==> src/cache_pkg.sv <==
// Data cache shared definitions
package cache_pkg;

    // ------------------------------------------------------------
    // Line geometry.
    // ------------------------------------------------------------
    localparam int LINE_BYTES  = 64;
    localparam int LINE_W      = LINE_BYTES * 8;
    localparam int LINE_OFF_W  = $clog2(LINE_BYTES);
    localparam int DWORD_W     = 64;
    localparam int DWORD_SEL_W = $clog2(LINE_W / DWORD_W);

    // ------------------------------------------------------------
    // Request encodings.
    // ------------------------------------------------------------
    typedef enum logic [1:0] {
        OP_LOAD   = 2'd0,
        OP_STORE  = 2'd1,
        OP_REFILL = 2'd2
    } cache_op_e;

    // Same codes as the core's store type field.
    typedef enum logic [1:0] {
        SIZE_B = 2'd0,
        SIZE_H = 2'd1,
        SIZE_W = 2'd2,
        SIZE_D = 2'd3
    } store_size_e;

endpackage

==> src/cache_resp.sv <==
// Cache response registers
`timescale 1ns/1ps

module cache_resp import cache_pkg::*; #(
    parameter int ADDR_WIDTH = 32,
    parameter int SET_COUNT  = 16,
    localparam int INDEX_W   = $clog2(SET_COUNT),
    localparam int TAG_W     = ADDR_WIDTH - INDEX_W - LINE_OFF_W
) (
    input  logic                   clk,
    input  logic                   arstn,
    input  logic                   i_go,
    input  logic                   i_req,
    input  logic                   i_hit,
    input  logic                   i_misalign,
    input  logic [LINE_W-1:0]      i_hit_line,
    input  logic [DWORD_SEL_W-1:0] i_dword_sel,
    input  logic                   i_victim_dirty,
    input  logic [TAG_W-1:0]       i_victim_tag,
    input  logic [INDEX_W-1:0]     i_index,
    input  logic [LINE_W-1:0]      i_victim_line,
    output logic                   o_ack,
    output logic                   o_hit,
    output logic                   o_misalign,
    output logic [DWORD_W-1:0]     o_rdata,
    output logic                   o_victim_dirty,
    output logic [ADDR_WIDTH-1:0]  o_wb_addr,
    output logic [LINE_W-1:0]      o_wb_line
);

    logic                  go_d;
    logic                  hit_s;
    logic                  misalign_s;
    logic                  dirty_s;
    logic [DWORD_W-1:0]    rdata_s;
    logic [ADDR_WIDTH-1:0] wb_addr_s;
    logic [LINE_W-1:0]     wb_line_s;

    always_ff @(posedge clk or negedge arstn) begin
        if (!arstn) begin
            go_d  <= 1'b0;
            o_ack <= 1'b0;
        end else begin
            go_d <= i_go;
            if (go_d) begin
                o_ack <= 1'b1;
            end else if (!i_req) begin
                o_ack <= 1'b0;
            end
        end
    end

    // Snapshot taken before the request's own write lands.
    always_ff @(posedge clk) begin
        if (i_go) begin
            hit_s      <= i_hit;
            misalign_s <= i_misalign;
            dirty_s    <= i_victim_dirty;
            rdata_s    <= i_hit_line[i_dword_sel*DWORD_W +: DWORD_W];
            wb_addr_s  <= {i_victim_tag, i_index, {LINE_OFF_W{1'b0}}};
            wb_line_s  <= i_victim_line;
        end
        if (go_d) begin
            o_hit          <= hit_s;
            o_misalign     <= misalign_s;
            o_victim_dirty <= dirty_s;
            o_rdata        <= rdata_s;
            o_wb_addr      <= wb_addr_s;
            o_wb_line      <= wb_line_s;
        end
    end

endmodule

==> config.mk <==
export PLATFORM = sky130hd
export DESIGN_NAME = cache_resp
export DESIGN_NICKNAME = d
export VERILOG_FILES = /design/src/cache_pkg.sv /design/src/cache_resp.sv
export SDC_FILE = /design/constraint.sdc
export NUM_CORES = 1
export LEC_CHECK = 0
export BUFFER_PORTS_ARGS = -buffer_cell sky130_fd_sc_hd__buf_2
export CAP_MARGIN = 25
export CORE_AREA = 2 2 649 651
export CTS_BUF_LIST = sky130_fd_sc_hd__clkbuf_2 sky130_fd_sc_hd__clkbuf_4 sky130_fd_sc_hd__clkbuf_8
export DETAILED_ROUTE_END_ITERATION = 16
export DIE_AREA = 0 0 651 653
export GPL_TIMING_DRIVEN = 0
export HOLD_SLACK_MARGIN = 0.05
export PLACE_DENSITY = 0.3
export SYNTH_ARGS = -nofsm -noshare
export SYNTH_HDL_FRONTEND = slang
export SYNTH_SLANG_ARGS = --single-unit
==> constraint.sdc <==
create_clock -name clk -period 13.3 [get_ports clk]
set_input_delay 0.665 -clock clk [delete_from_list [all_inputs] [get_ports clk]]
set_output_delay 0.665 -clock clk [all_outputs]
set_load 0.02 [all_outputs]
### Word-level counts from Yosys, hierarchy flattened

Index checks and enable logic that the tools add are counted.

| operators by class | value |
|---|---|
| equal/unequal tests | 1 |
| shifts and indexed selects | 1 |
| mux-type cells | 2 |

Operators by type and width:

| kind | count |
|---|---|
| $shiftx A512 B10 Y64 | 1 |
| $mux W1 | 2 |
| $ne A2 B1 Y1 const B | 1 |

| storage, ports and cells | value |
|---|---|
| register bits | 1,212 |
| input bits | 1,060 |
| output and inout port bits | 612 |
| word-level logic and storage cells | 18 |

### Longest topological paths before layout

Gate-level depths: netlist of the first run.

| logic depth | value |
|---|---|
| depth after elaboration | 2 |
| depth in mapped cells | 4 |
| depth with buffers taken out | 2 |

### Worst setup path after synthesis of the first run

Ideal clock, no wire load.

| timing | value |
|---|---|
| path type | register to register |
| from | reg go_d |
| to | reg o_hit, enable pin |
| setup time | 980 ps |
| data arrival time | 12,581 ps |
| data required time | 12,320 ps |
| setup slack | -260 ps |
| stages on the path, launching flop included | 1 |
| buffers on the path | 0 |
| period minus slack after synthesis | 13,560 ps |
| path through | dfrtp_1 |

RTL lines:

| what | line | source |
|---|---|---|
| from (decl) | cache_resp.sv:31 | `logic go_d;` |
| from (signal assigned) | cache_resp.sv:44 | `go_d <= i_go;` |
| to (signal assigned) | cache_resp.sv:64 | `o_hit <= hit_s;` |
| to (decl) | cache_resp.sv:23 | `output logic o_hit,` |

No word-level cell between the ends.

### Worst setup path in the final report of the first run

| timing | value |
|---|---|
| from | in i_dword_sel[2] |
| to | reg rdata_s[60] (data pin) |

| on the way | value |
|---|---|
| word-level cells in the longest chain between the ends | 1 |

RTL lines:

| what | line | source |
|---|---|---|
| from (decl) | cache_resp.sv:17 | `input logic [DWORD_SEL_W-1:0] i_dword_sel,` |
| $shiftx A512 B10 Y64 | cache_resp.sv:59 | `rdata_s <= i_hit_line[i_dword_sel*DWORD_W +: DWORD_W];` |
| to (signal assigned) | cache_resp.sv:59 |  |
| to (decl) | cache_resp.sv:35 | `logic [DWORD_W-1:0] rdata_s;` |

No other way between the ends.
A chain may end at the register's enable or synchronous reset.

==> results by group, run 1 <==
Timing
  – Worst Skew: 0.0671 ns
  – Post-route clock period utilization: 0.216
  – Slew @ Worst Pin: 1.09 ns
  – Tmin final: 2.88 ns
  – Final Hold Violating Endpoints: 0
  – RSZ-0062 raised after global routing: false
  – Final setup TNS: 0 ns
  – FMAX: 347 MHz
  – Setup Viol. Count Final: 0
  – Slew margin rel.: 0.273
  – Slew Viols, Final: 0

Die
  – Die ar.: roughly 430000 sq um
  – Starting Density: 0.0963
  – Core Box Area: 418000 sq um
  – Rows: 238
  – Die W: 651 microns
  – I/O pin total: around 1700
  – Die span in y: 653 microns

Clocking
  – Resize count post-CTS: 0
  – CTS H-tree lvls: 5
  – Clock root buffer: clkbuf_8
  – CTS tree: yes
  – Worst-path clk slew: 0.07 ns
  – Num CTS Buffers: 265
  – Deepest clock path buffer count: 4
  – Skew-Pair Late Insertion Delay: 1.00 ns
  – Sink Count: 1212

Setup path
  – Crit path DAT: 3.61 ns
  – WP data required: 14.03 ns
  – Most used cell along the critical path: dlygate4sd3_1
  – CP max-delay cell: clkbuf_1
  – RR Endpoint: o_rdata[47]$_DFFE_PP_
  – CP bufs+invs: 4
  – Reg2Reg Setup Slack: 10.46 ns
  – Cell family with most CP delay: buffers and inverters
  – RR Startpoint: go_d$_DFF_PN0_
  – Reg2reg path depth: 4
  – CP peak stage delay: between 0.7 and 0.8 ns
  – Crit-path cells: clkbuf_1 > buf_2 > mux4_2 > dlygate4sd3_1 > mux2_2 > dlygate4sd3_1
  – CP endpoint kind: register
  – Crit Path Class: input port to register
  – Critical Path Fanout Max: 10
  – Startpoint type of the worst setup path: input port

Finish
  – Seq. cell area: 36400 sq um
  – Final nets: 5049
  – Post-Layout Cell Count: roughly 10000
  – Fillers: 46064
  – Synthesis-to-finish area growth: 66.9%
  – Area of the multi-input gates: between 3000 and 4000 sq um
  – Layout cell share with drive strength beyond 1: 0.550

Yosys
  – Post-Syn Area: 40300 sq um
  – Number of enable flip-flop cells after synthesis: 1210
  – Sequential-to-total area share from yosys stat: 0.903
  – Syn Area/Cell: 27.8 sq um
  – Post-synthesis cell count: 1447
  – Area leader, netlist: edfxtp_1
  – Synth top cells by count: edfxtp_1 (1210), mux4_2 (128), mux2_2 (64)
  – Top post-synthesis cells by area: edfxtp_1 (90%), mux4_2 (7.2%), mux2_2 (1.8%), buf_6 (0.31%), buf_4 (0.17%)
  – Share of the synthesized area in the top cell type: 0.902
  – Number of synthesis warnings: 0
  – Synth Register Bits: between 1000 and 1500
  – Post-synth top flop: edfxtp_1
  – Netlist cell types: 11
  – Most frequent cell after synthesis: edfxtp_1
  – Async S/R FF share, synth: 0.00165

Global routing
  – Vias in the first global route: 28976
  – Maximum number of pins on one net before global-route repair: 106
  – GR Util All Layers: 0.133
  – Global-route wire length before repair: between 300000 and 400000 microns
  – Antenna violations before repair: 357
  – Gr ovfl total: 0

Placed design
  – Dpl cells: 8653
  – HPWL after DPL: 250000 microns
  – RePlAce Congestion: between 0.8 and 0.9
  – IO buf count: between 1500 and 2000

Pwr
  – PD cells: 152 nW/um^2
  – Switching Fraction: 0.280
  – Seq pwr share: 0.464
  – Pint: 0.00733 W
  – Clk network pwr share: 0.413
  – Comb pwr share: 0.122
  – Net Sw Power: 0.00286 W
  – Tot Pwr: 0.0102 W
  – Maximum vdd drop: roughly 0.071 mV
  – Static Leak: approximately 25 nW

Min path
  – Hold depth: 3
  – Min-Delay Path Class: input port to register
  – Hold endpoint: rdata_s[20]$_DFFE_PP_
  – Min-Delay Startpoint: i_hit_line[20]

Flow run
  – Max-cap violations: 0

Drt
  – Vias: 27792
  – Post-route ant nets: 0
  – Number of remaining DRC errors: 0
  – Average wire per standard cell: just over 30 microns
  – Vias per inst: 2.85
  – 1st-iter DRT viols: 1903
  – Routed wire length: 295000 microns
  – Pre-antenna DRT Iters: 5

Run status
  – Status: complete, no violations
==> registers in the layout, indices dropped and copies added, names as in the netlist <==
signal	count
o_hit	1
wb_addr_s	26
misalign_s	1
wb_line_s	512
o_wb_line	512
rdata_s	64
o_misalign	1
hit_s	1
o_ack	1
go_d	1
dirty_s	1
o_victim_dirty	1
o_rdata	64
o_wb_addr	26
==> power groups by stage <==
stage / Sequential (W) / Combinational (W) / Clock, W
finish: 0.00473 / 0.00125 / 0.00421
global route: 0.00476 / 0.00134 / 0.00459
CTS: 0.00473 / 0.00132 / 0.00449
floorplan: 0.00503 / 0.000117 / 0
detailed placement: 0.00480 / 0.00112 / 0
global placement: 0.00495 / 0.00106 / 0
==> logic make-up after synthesis <==
logic type | after synthesis | share of synthesized area
other | 1 | 0.0000931
buffers and inverters | 41 | 0.00680
muxes | 192 | 0.0895
DFF | 1212 | 0.903
AOI/OAI and AO/OA | 1 | 0.000186
==> tightest hold or removal path: stages <==
cell    delay [ns]
buf_2         0.08
mux4_2        0.21
mux2_2        0.14
==> layout make-up <==
| class | count | share of cell area |
|---|---|---|
| clock inverters | 123 | 0.0143 |
| clock buffers | 332 | 0.0621 |
| multi-input cells | 199 | 0.0541 |
| diodes | 52 | 0.00194 |
| repair buffers | 2270 | 0.219 |
| flip-flops and latches | 1212 | 0.541 |
| plain buffers | 41 | 0.00410 |
| well taps | 5520 | 0.103 |
==> cells in the final DEF (no fill, tap or decap), drive strengths merged <==
| master | n |
|---|---|
| dlygate4sd3 | 589 |
| edfxtp | 1210 |
| clkinvlp | 14 |
| a21o | 1 |
| mux2 | 64 |
| inv | 10 |
| conb | 6 |
| diode | 52 |
| clkbuf | 341 |
| buf | 1713 |
| clkinv | 88 |
| mux4 | 128 |
| bufinv | 11 |
| dfrtp | 2 |
==> through the flow <==
step | worst slack (ns) | util | hold WS, ns | instance area [sq um]
final | 10.42 | 0.161 | 0.216 | 67200
after detailed placement | 9.96 | 0.134 | 0.405 | 56100
after global placement | -2.40 | 0.133 | 0.400 | 55500
after global routing | 10.28 | 0.160 | 0.129 | 67100
after floorplan | 5.69 | - | 0.369 | 40300
after CTS | 10.37 | 0.160 | 0.0504 | 67100
==> worst max path at each step <==
stage / endpoint / slack, ns / depth (start not counted) / startpoint
after global routing: o_rdata[47]$_DFFE_PP_ / 10.28 / 4 / go_d$_DFF_PN0_
after detailed placement: rdata_s[49]$_DFFE_PP_ / 9.96 / 4 / i_dword_sel[2]
after CTS: o_wb_line[98]$_DFFE_PP_ / 10.37 / 4 / go_d$_DFF_PN0_
after global placement: go_d$_DFF_PN0_ / -2.40 / 1 / i_go
final: rdata_s[60]$_DFFE_PP_ / 10.42 / 6 / i_dword_sel[2]
after floorplan: o_hit$_DFFE_PP_ / 5.69 / 0 / go_d$_DFF_PN0_
==> per-layer routing <==
| layer | GRT usage | wire length [microns] | vias up |
|---|---|---|---|
| met5 | 0 | 739 | - |
| met4 | 0.0308 | 9120 | 116 |
| met3 | 0.0737 | 36400 | 849 |
| li1 | - | - | 11328 |
| met1 | 0.136 | 102000 | 13750 |
| met2 | 0.236 | 147000 | 1749 |
==> what timing repair did <==
| action | in CTS | in global routing |
|---|---|---|
| setup buffers | 0 | 0 |
| endpoints found under the setup margin | 0 | 0 |
| endpoints found under the hold margin | 568 | 0 |
| hold buffers | 589 | 0 |
(Power assumes the default switching activity.)
==> run 2, diff against run 1 <==
--- a/config.mk
+++ b/config.mk
@@ -5,12 +5,13 @@
 export SDC_FILE = /design/constraint.sdc
 export NUM_CORES = 1
 export LEC_CHECK = 0
+export ABC_AREA = 1
 export BUFFER_PORTS_ARGS = -buffer_cell sky130_fd_sc_hd__buf_2
 export CAP_MARGIN = 25
-export CORE_AREA = 2 2 649 651
+export CORE_AREA = 2 2 651 653
 export CTS_BUF_LIST = sky130_fd_sc_hd__clkbuf_2 sky130_fd_sc_hd__clkbuf_4 sky130_fd_sc_hd__clkbuf_8
 export DETAILED_ROUTE_END_ITERATION = 16
-export DIE_AREA = 0 0 651 653
+export DIE_AREA = 0 0 653 655
 export GPL_TIMING_DRIVEN = 0
 export HOLD_SLACK_MARGIN = 0.05
 export PLACE_DENSITY = 0.3
==> constraint.sdc (replaced) <==
create_clock -name clk -period 3 [get_ports clk]
set_input_delay 0.15 -clock clk [delete_from_list [all_inputs] [get_ports clk]]
set_output_delay 0.15 -clock clk [all_outputs]
set_load 0.02 [all_outputs]
==> results by group, run 2 <==
Timing
  – Setup Viol. Count Final: 0
  – RSZ-0062 raised after global routing: false
  – FMAX: about 350 MHz
  – Tmin final: ~2.9 ns
  – Final setup TNS: 0 ns
  – Final WS setup: 0.109 ns
  – Slew @ Worst Pin: between 0.9 and 1 ns
  – Worst Skew: ~0.071 ns
  – Slew Viols, Final: 0
  – Post-route clock period utilization: 0.964
  – Slew margin rel.: 0.380
  – Final Hold Violating Endpoints: 0

Min path
  – Min-Delay Path Class: input port to register

Global routing
  – Maximum number of pins on one net before global-route repair: 97
  – GR Util All Layers: 0.135
  – Antenna violations before repair: 185
  – Gr ovfl total: 0
  – Vias in the first global route: 39084
  – Global-route wire length before repair: approximately 380000 microns

Yosys
  – Mux contribution to synthesized area: 0
  – Synth top cells by count: edfxtp_1 (1210), nand2_1 (832), inv_1 (513)
  – Async S/R FF share, synth: 0.00165
  – Post-Syn Area: about 43000 sq um
  – Synth Area in Adders: 0
  – Largest family of logic cells by synthesized area: simple AND/OR/NAND/NOR gates
  – Number of enable flip-flop cells after synthesis: approximately 1200
  – Area leader, netlist: edfxtp_1
  – Synth Area in Compound Gates: 0.000173
  – XOR/XNOR share of the synthesized area: 0
  – Number of synthesis warnings: 0
  – Top post-synthesis cells by area: edfxtp_1 (84%), nand2_1 (7.2%), inv_1 (4.4%), nand3_1 (3.0%), buf_2 (0.62%)
  – Post-Synth Simple-Gate Area: 0.102
  – Share of the synthesized area in the top cell type: 0.838
  – Netlist cell types: 13
  – Post-synth top flop: edfxtp_1
  – Synth Register Bits: 1212
  – Syn Area/Cell: 14.9 sq um
  – Most frequent cell after synthesis: edfxtp_1
  – Sequential-to-total area share from yosys stat: 0.839
  – Post-synthesis cell count: 2921

Setup path
  – Crit Path Class: input port to register
  – CP endpoint kind: register
  – WP data required: 3.67 ns
  – Crit path DAT: 3.57 ns
  – Critical Path Fanout Max: 10
  – Startpoint type of the worst setup path: input port
  – Reg2Reg Setup Slack: 0.21 ns

Placed design
  – HPWL after DPL: approximately 250000 microns
  – Post-DP Area: 59200 sq um
  – RePlAce Congestion: 0.888
  – IO buf count: 1664
  – Place WS: -0.470 ns

Pwr
  – Static Leak: 33.1 nW
  – Maximum vdd drop: approximately 0.36 mV
  – PD cells: around 600 nW/um^2

Finish
  – Final nets: 7330
  – Layout cell share with drive strength beyond 1: 0.339
  – Fillers: 46651
  – Finished Cell Area: just under 80000 sq um
  – Biggest regs: o_wb_line (512), wb_line_s (512)
  – Seq. cell area: 36400 sq um
  – Commonest non-fill, non-tap cell in the layout: buf_2
  – Synthesis-to-finish area growth: 81.1%
  – Area of the multi-input gates: 4430 sq um
  – Most frequent cells in the layout: buf_2 (1717), dlygate4sd3_1 (1391), edfxtp_1 (1210)

Drt
  – Routed wire length: 304000 microns
  – 1st-iter DRT viols: 2269
  – Pre-antenna DRT Iters: 5
  – Number of remaining DRC errors: 0
  – Vias per inst: 3.10
  – Post-route ant nets: 0
  – Vias: 37301
  – Average wire per standard cell: 25.2 microns

Clocking
  – CTS tree: yes
  – Resize count post-CTS: 0
  – Skew-Pair Late Insertion Delay: 0.98 ns
  – Worst-path clk slew: roughly 0.050 ns
  – Sink Count: 1212
  – Num CTS Buffers: 264
  – CTS H-tree lvls: 5
  – Deepest clock path buffer count: 4
  – Clock root buffer: clkbuf_8

Die
  – I/O pin total: roughly 1700
  – Die ar.: 428000 sq um
  – Starting Density: 0.103
  – Die span in y: approximately 660 microns
  – Rows: 239
  – Die W: between 600 and 700 microns
  – Core Box Area: between 400000 and 500000 sq um

Flow run
  – Max-cap violations: 0

Run status
  – Status: complete, no violations
## run 2: final timing paths
check,start,to,depth (start not counted)
setup / recovery,i_dword_sel[0],rdata_s[52]$_DFFE_PP_,11
hold / removal,i_victim_line[451],wb_line_s[451]$_DFFE_PP_,2
setup reg to reg,go_d$_DFF_PN0_,o_rdata[32]$_DFFE_PP_,6
hold reg to reg,wb_line_s[317]$_DFFE_PP_,o_wb_line[317]$_DFFE_PP_,0
max in group asynchronous,arstn,go_d$_DFF_PN0_,4
min in group asynchronous,arstn,go_d$_DFF_PN0_,4
## run 2: timing repair
item,CTS,global route
endpoints found under the hold margin,819,0
setup endpoints to repair,88,25
buffers inserted,3,0
cloned,0,1
hold buffers,1395,0
## run 2: layout make-up
cell class	count	area share
sequential	1212	0.463
timing repair buffer	3078	0.291
tap	5543	0.0883
multi-input combinational	1095	0.0564
clock buffer	343	0.0542
inverter	515	0.0246
clock inverter	111	0.0126
buffer	104	0.00825
antenna	50	0.00159
## run 2: stage by stage
step | hold WS [ns] | power [W] | std cells | utilization
after floorplan | -0.146 | 0.0230 | 2926 | -
after global placement | -0.00855 | 0.0271 | 10133 | 0.139
after detailed placement | -0.00622 | 0.0268 | 10152 | 0.140
after CTS | 0.0544 | 0.0485 | 12004 | 0.186
after global routing | 0.104 | 0.0494 | 12028 | 0.186
final | 0.159 | 0.0470 | 12051 | 0.186
## run 2: cell families after synthesis
family                 Yosys count
flip-flops                    1212
AO/OA/AOI/OAI                    1
buffers and inverters          619
other                            1
AND/OR/NAND/NOR               1088
## run 2: critical path, cell delays in order
cell	delay (ns)
buf_4	0.11
buf_4	0.35
buf_2	0.56
nand2_1	0.12
nand3_1	0.11
dlygate4sd3_1	0.56
nand2_1	0.05
dlygate4sd3_1	0.54
nand2_1	0.29
nand2_1	0.10
dlygate4sd3_1	0.57
## run 2: metal layers
layer,GRT usage,part of all wire
met5,0,0.00057
met4,0.0494,0.046
met3,0.0436,0.080
met2,0.245,0.51
met1,0.146,0.37
## run 2: power by group
group | internal (W) | leakage (nW) | switching (W) | total [W]
Clock | 0.0104 | 2.75 | 0.00864 | 0.0190
Sequential | 0.0204 | 11.9 | 0.000637 | 0.0210
Combinational | 0.00271 | 18.5 | 0.00419 | 0.00690
Total | 0.0335 | 33.1 | 0.0135 | 0.0470
==> run 3, diff against run 2 <==
--- a/config.mk
+++ b/config.mk
@@ -8,10 +8,10 @@
 export ABC_AREA = 1
 export BUFFER_PORTS_ARGS = -buffer_cell sky130_fd_sc_hd__buf_2
 export CAP_MARGIN = 25
-export CORE_AREA = 2 2 651 653
+export CORE_AREA = 2 2 652 654
 export CTS_BUF_LIST = sky130_fd_sc_hd__clkbuf_2 sky130_fd_sc_hd__clkbuf_4 sky130_fd_sc_hd__clkbuf_8
 export DETAILED_ROUTE_END_ITERATION = 16
-export DIE_AREA = 0 0 653 655
+export DIE_AREA = 0 0 654 656
 export GPL_TIMING_DRIVEN = 0
 export HOLD_SLACK_MARGIN = 0.05
 export PLACE_DENSITY = 0.3
==> constraint.sdc (replaced) <==
create_clock -name clk -period 3.7 [get_ports clk]
set_input_delay 0.185 -clock clk [delete_from_list [all_inputs] [get_ports clk]]
set_output_delay 0.185 -clock clk [all_outputs]
set_load 0.02 [all_outputs]
==> results by group, run 3 (same netlist as run 2, synthesis figures left out) <==
Finish
  – Area of the multi-input gates: 4430 sq um
  – Synthesis-to-finish area growth: 80.7%
  – Fillers: 46806
  – Final nets: approximately 7300
  – Commonest non-fill, non-tap cell in the layout: buf_2
  – Post-Layout Cell Count: approximately 12000
  – Layout cell share with drive strength beyond 1: 0.342
  – Finished Cell Area: 78400 sq um
  – Biggest regs: o_wb_line (512), wb_line_s (512)
  – Most frequent cells in the layout: buf_2 (1717), dlygate4sd3_1 (1349), edfxtp_1 (1210)
  – Seq. cell area: 36400 sq um
  – Finished Core Util: 0.186

Min path
  – Min-Delay Path Class: input port to register

Clocking
  – Num CTS Buffers: 267
  – Deepest clock path buffer count: 4
  – Resize count post-CTS: 0
  – Skew-Pair Late Insertion Delay: 1.01 ns
  – CTS H-tree lvls: 5
  – Clock root buffer: clkbuf_8
  – Worst-path clk slew: 0.05 ns
  – Sink Count: 1212
  – CTS tree: yes

Die
  – Core Box Area: 422000 sq um
  – Die ar.: 429000 sq um
  – I/O pin total: between 1500 and 2000
  – Rows: 239
  – Die W: between 600 and 700 microns
  – Die span in y: 656 microns
  – Starting Density: 0.103

Setup path
  – CP endpoint kind: register
  – Startpoint type of the worst setup path: input port
  – Crit path DAT: 4.46 ns
  – Critical Path Fanout Max: 1
  – Most used cell along the critical path: dlygate4sd3_1
  – WP data required: 4.43 ns
  – CP peak stage delay: between 0.5 and 0.6 ns
  – CP max-delay cell: dlygate4sd3_1
  – Crit-path cells: dlygate4sd3_1 > buf_2 > dlygate4sd3_1 > inv_1 > nand2_1 > dlygate4sd3_1 > nand3_1 > dlygate4sd3_1 > nand2_1 > dlygate4sd3_1 > nand2_1 > dlygate4sd3_1 > nand2_1 > dlygate4sd3_1
  – Crit Path Class: input port to register

Placed design
  – IO buf count: roughly 1700
  – Post-DP Area: 59400 sq um
  – Dpl cells: 10274
  – HPWL after DPL: around 250000 microns
  – RePlAce Congestion: around 0.89

Pwr
  – Comb pwr share: 0.146
  – Static Leak: 33.0 nW
  – PD cells: roughly 500 nW/um^2
  – Switching Fraction: 0.284
  – Pint: 0.0274 W
  – Clk network pwr share: 0.409
  – Seq pwr share: 0.445
  – Net Sw Power: 0.0109 W
  – Maximum vdd drop: approximately 0.36 mV

Global routing
  – Maximum number of pins on one net before global-route repair: a little under 100
  – Gr ovfl total: 0
  – Antenna violations before repair: approximately 180
  – GR Util All Layers: 0.137
  – Global-route wire length before repair: approximately 390000 microns
  – Vias in the first global route: 39285

Drt
  – Routed wire length: 307000 microns
  – Number of remaining DRC errors: 0
  – Pre-antenna DRT Iters: 6
  – Vias per inst: just over 3
  – Vias: 37154
  – 1st-iter DRT viols: roughly 2400
  – Post-route ant nets: 0
  – Average wire per standard cell: 25.3 microns

Run status
  – Status: complete, but fails checks
  – Failing checks: negative setup slack

Timing
  – Setup Viol. Count Final: 1
  – RSZ-0062 raised after global routing: false
  – Slew margin rel.: 0.378
  – Worst Skew: 0.0916 ns
  – Slew @ Worst Pin: 0.932 ns
  – FMAX: 268 MHz
  – Final Hold Violating Endpoints: 0
  – Final WS setup: -0.0354 ns
  – Tmin final: 3.74 ns
  – Slew Viols, Final: 0
  – Post-route clock period utilization: 1.01

Flow run
  – Max-cap violations: 0
run 3: changes by cell type in the layout (fill, tap and decap cells not counted), moves of 2 or more:
cell	change
inv_12	-2
diode_2	+10
clkinv_4	-2
clkinv_8	-3
clkinv_1	-4
clkinvlp_4	+3
dlygate4sd3_1	-42
clkbuf_8	+4
bufinv_16	+3
clkinv_2	-2
clkbuf_4	+3
run 3: cell type report:
cell class / count / share of cell area
Antenna cell: 60 / 0.00192
Buffer: 104 / 0.00827
Clock buffer: 350 / 0.0553
Clock inverter: 103 / 0.0125
Inverter: 515 / 0.0247
Multi-Input combinational cell: 1095 / 0.0566
Sequential cell: 1212 / 0.464
Tap cell: 5663 / 0.0904
Timing Repair Buffer: 3035 / 0.286
run 3: path summary, 6_finish.rpt:
kind	start	to	slack (ns)	cells after the start
worst max-delay path	i_hit_line[281]	rdata_s[25]$_DFFE_PP_	-0.04	14
worst max register to register	go_d$_DFF_PN0_	o_rdata[29]$_DFFE_PP_	0.24	6
min in group asynchronous	arstn	go_d$_DFF_PN0_	0.68	4
max in group asynchronous	arstn	go_d$_DFF_PN0_	2.79	4
worst min register to register	wb_line_s[273]$_DFFE_PP_	o_wb_line[273]$_DFFE_PP_	0.34	0
worst min-delay path	i_victim_tag[21]	wb_addr_s[31]$_DFFE_PP_	0.16	2
run 3: routing by layer:
metal,global-route usage,wire [microns],vias up
met1,0.146,112000,18279
met5,0,108,-
li1,-,-,16524
met3,0.0372,21800,623
met2,0.256,159000,1712
met4,0.0526,14200,16
run 3: power by group through the flow:
stage                     Clock [W]  Sequential, W  Combinational [W]
final                        0.0157         0.0170            0.00559
after global routing         0.0170         0.0171            0.00601
after floorplan                   0         0.0180           0.000585
after detailed placement          0         0.0173            0.00446
after global placement            0         0.0177            0.00425
after CTS                    0.0166         0.0171            0.00584
run 3: worst max-delay path: cells and delay by family:
kind,cells,cell delay [ns]
buffers and inverters,9,4.01
and+or+nand+nor,5,0.26
run 3: what timing repair did:
item                                   4_1_cts  5_1_grt
buffers inserted                             0        0
endpoints found under the hold margin      856        0
hold buffers                              1350        0
run 3: through the flow:
step                      hold slack [ns]  setup TNS [ns]  worst slack (ns)  total power [W]
final                               0.164         -0.0354           -0.0354           0.0383
after global routing               0.0998               0            0.0141           0.0402
after CTS                          0.0529               0             0.146           0.0395
after detailed placement           0.0143               0             0.196           0.0218
after global placement             0.0108        -8924.07            -10.79           0.0220
after floorplan                    -0.111         -682.18             -1.13           0.0186
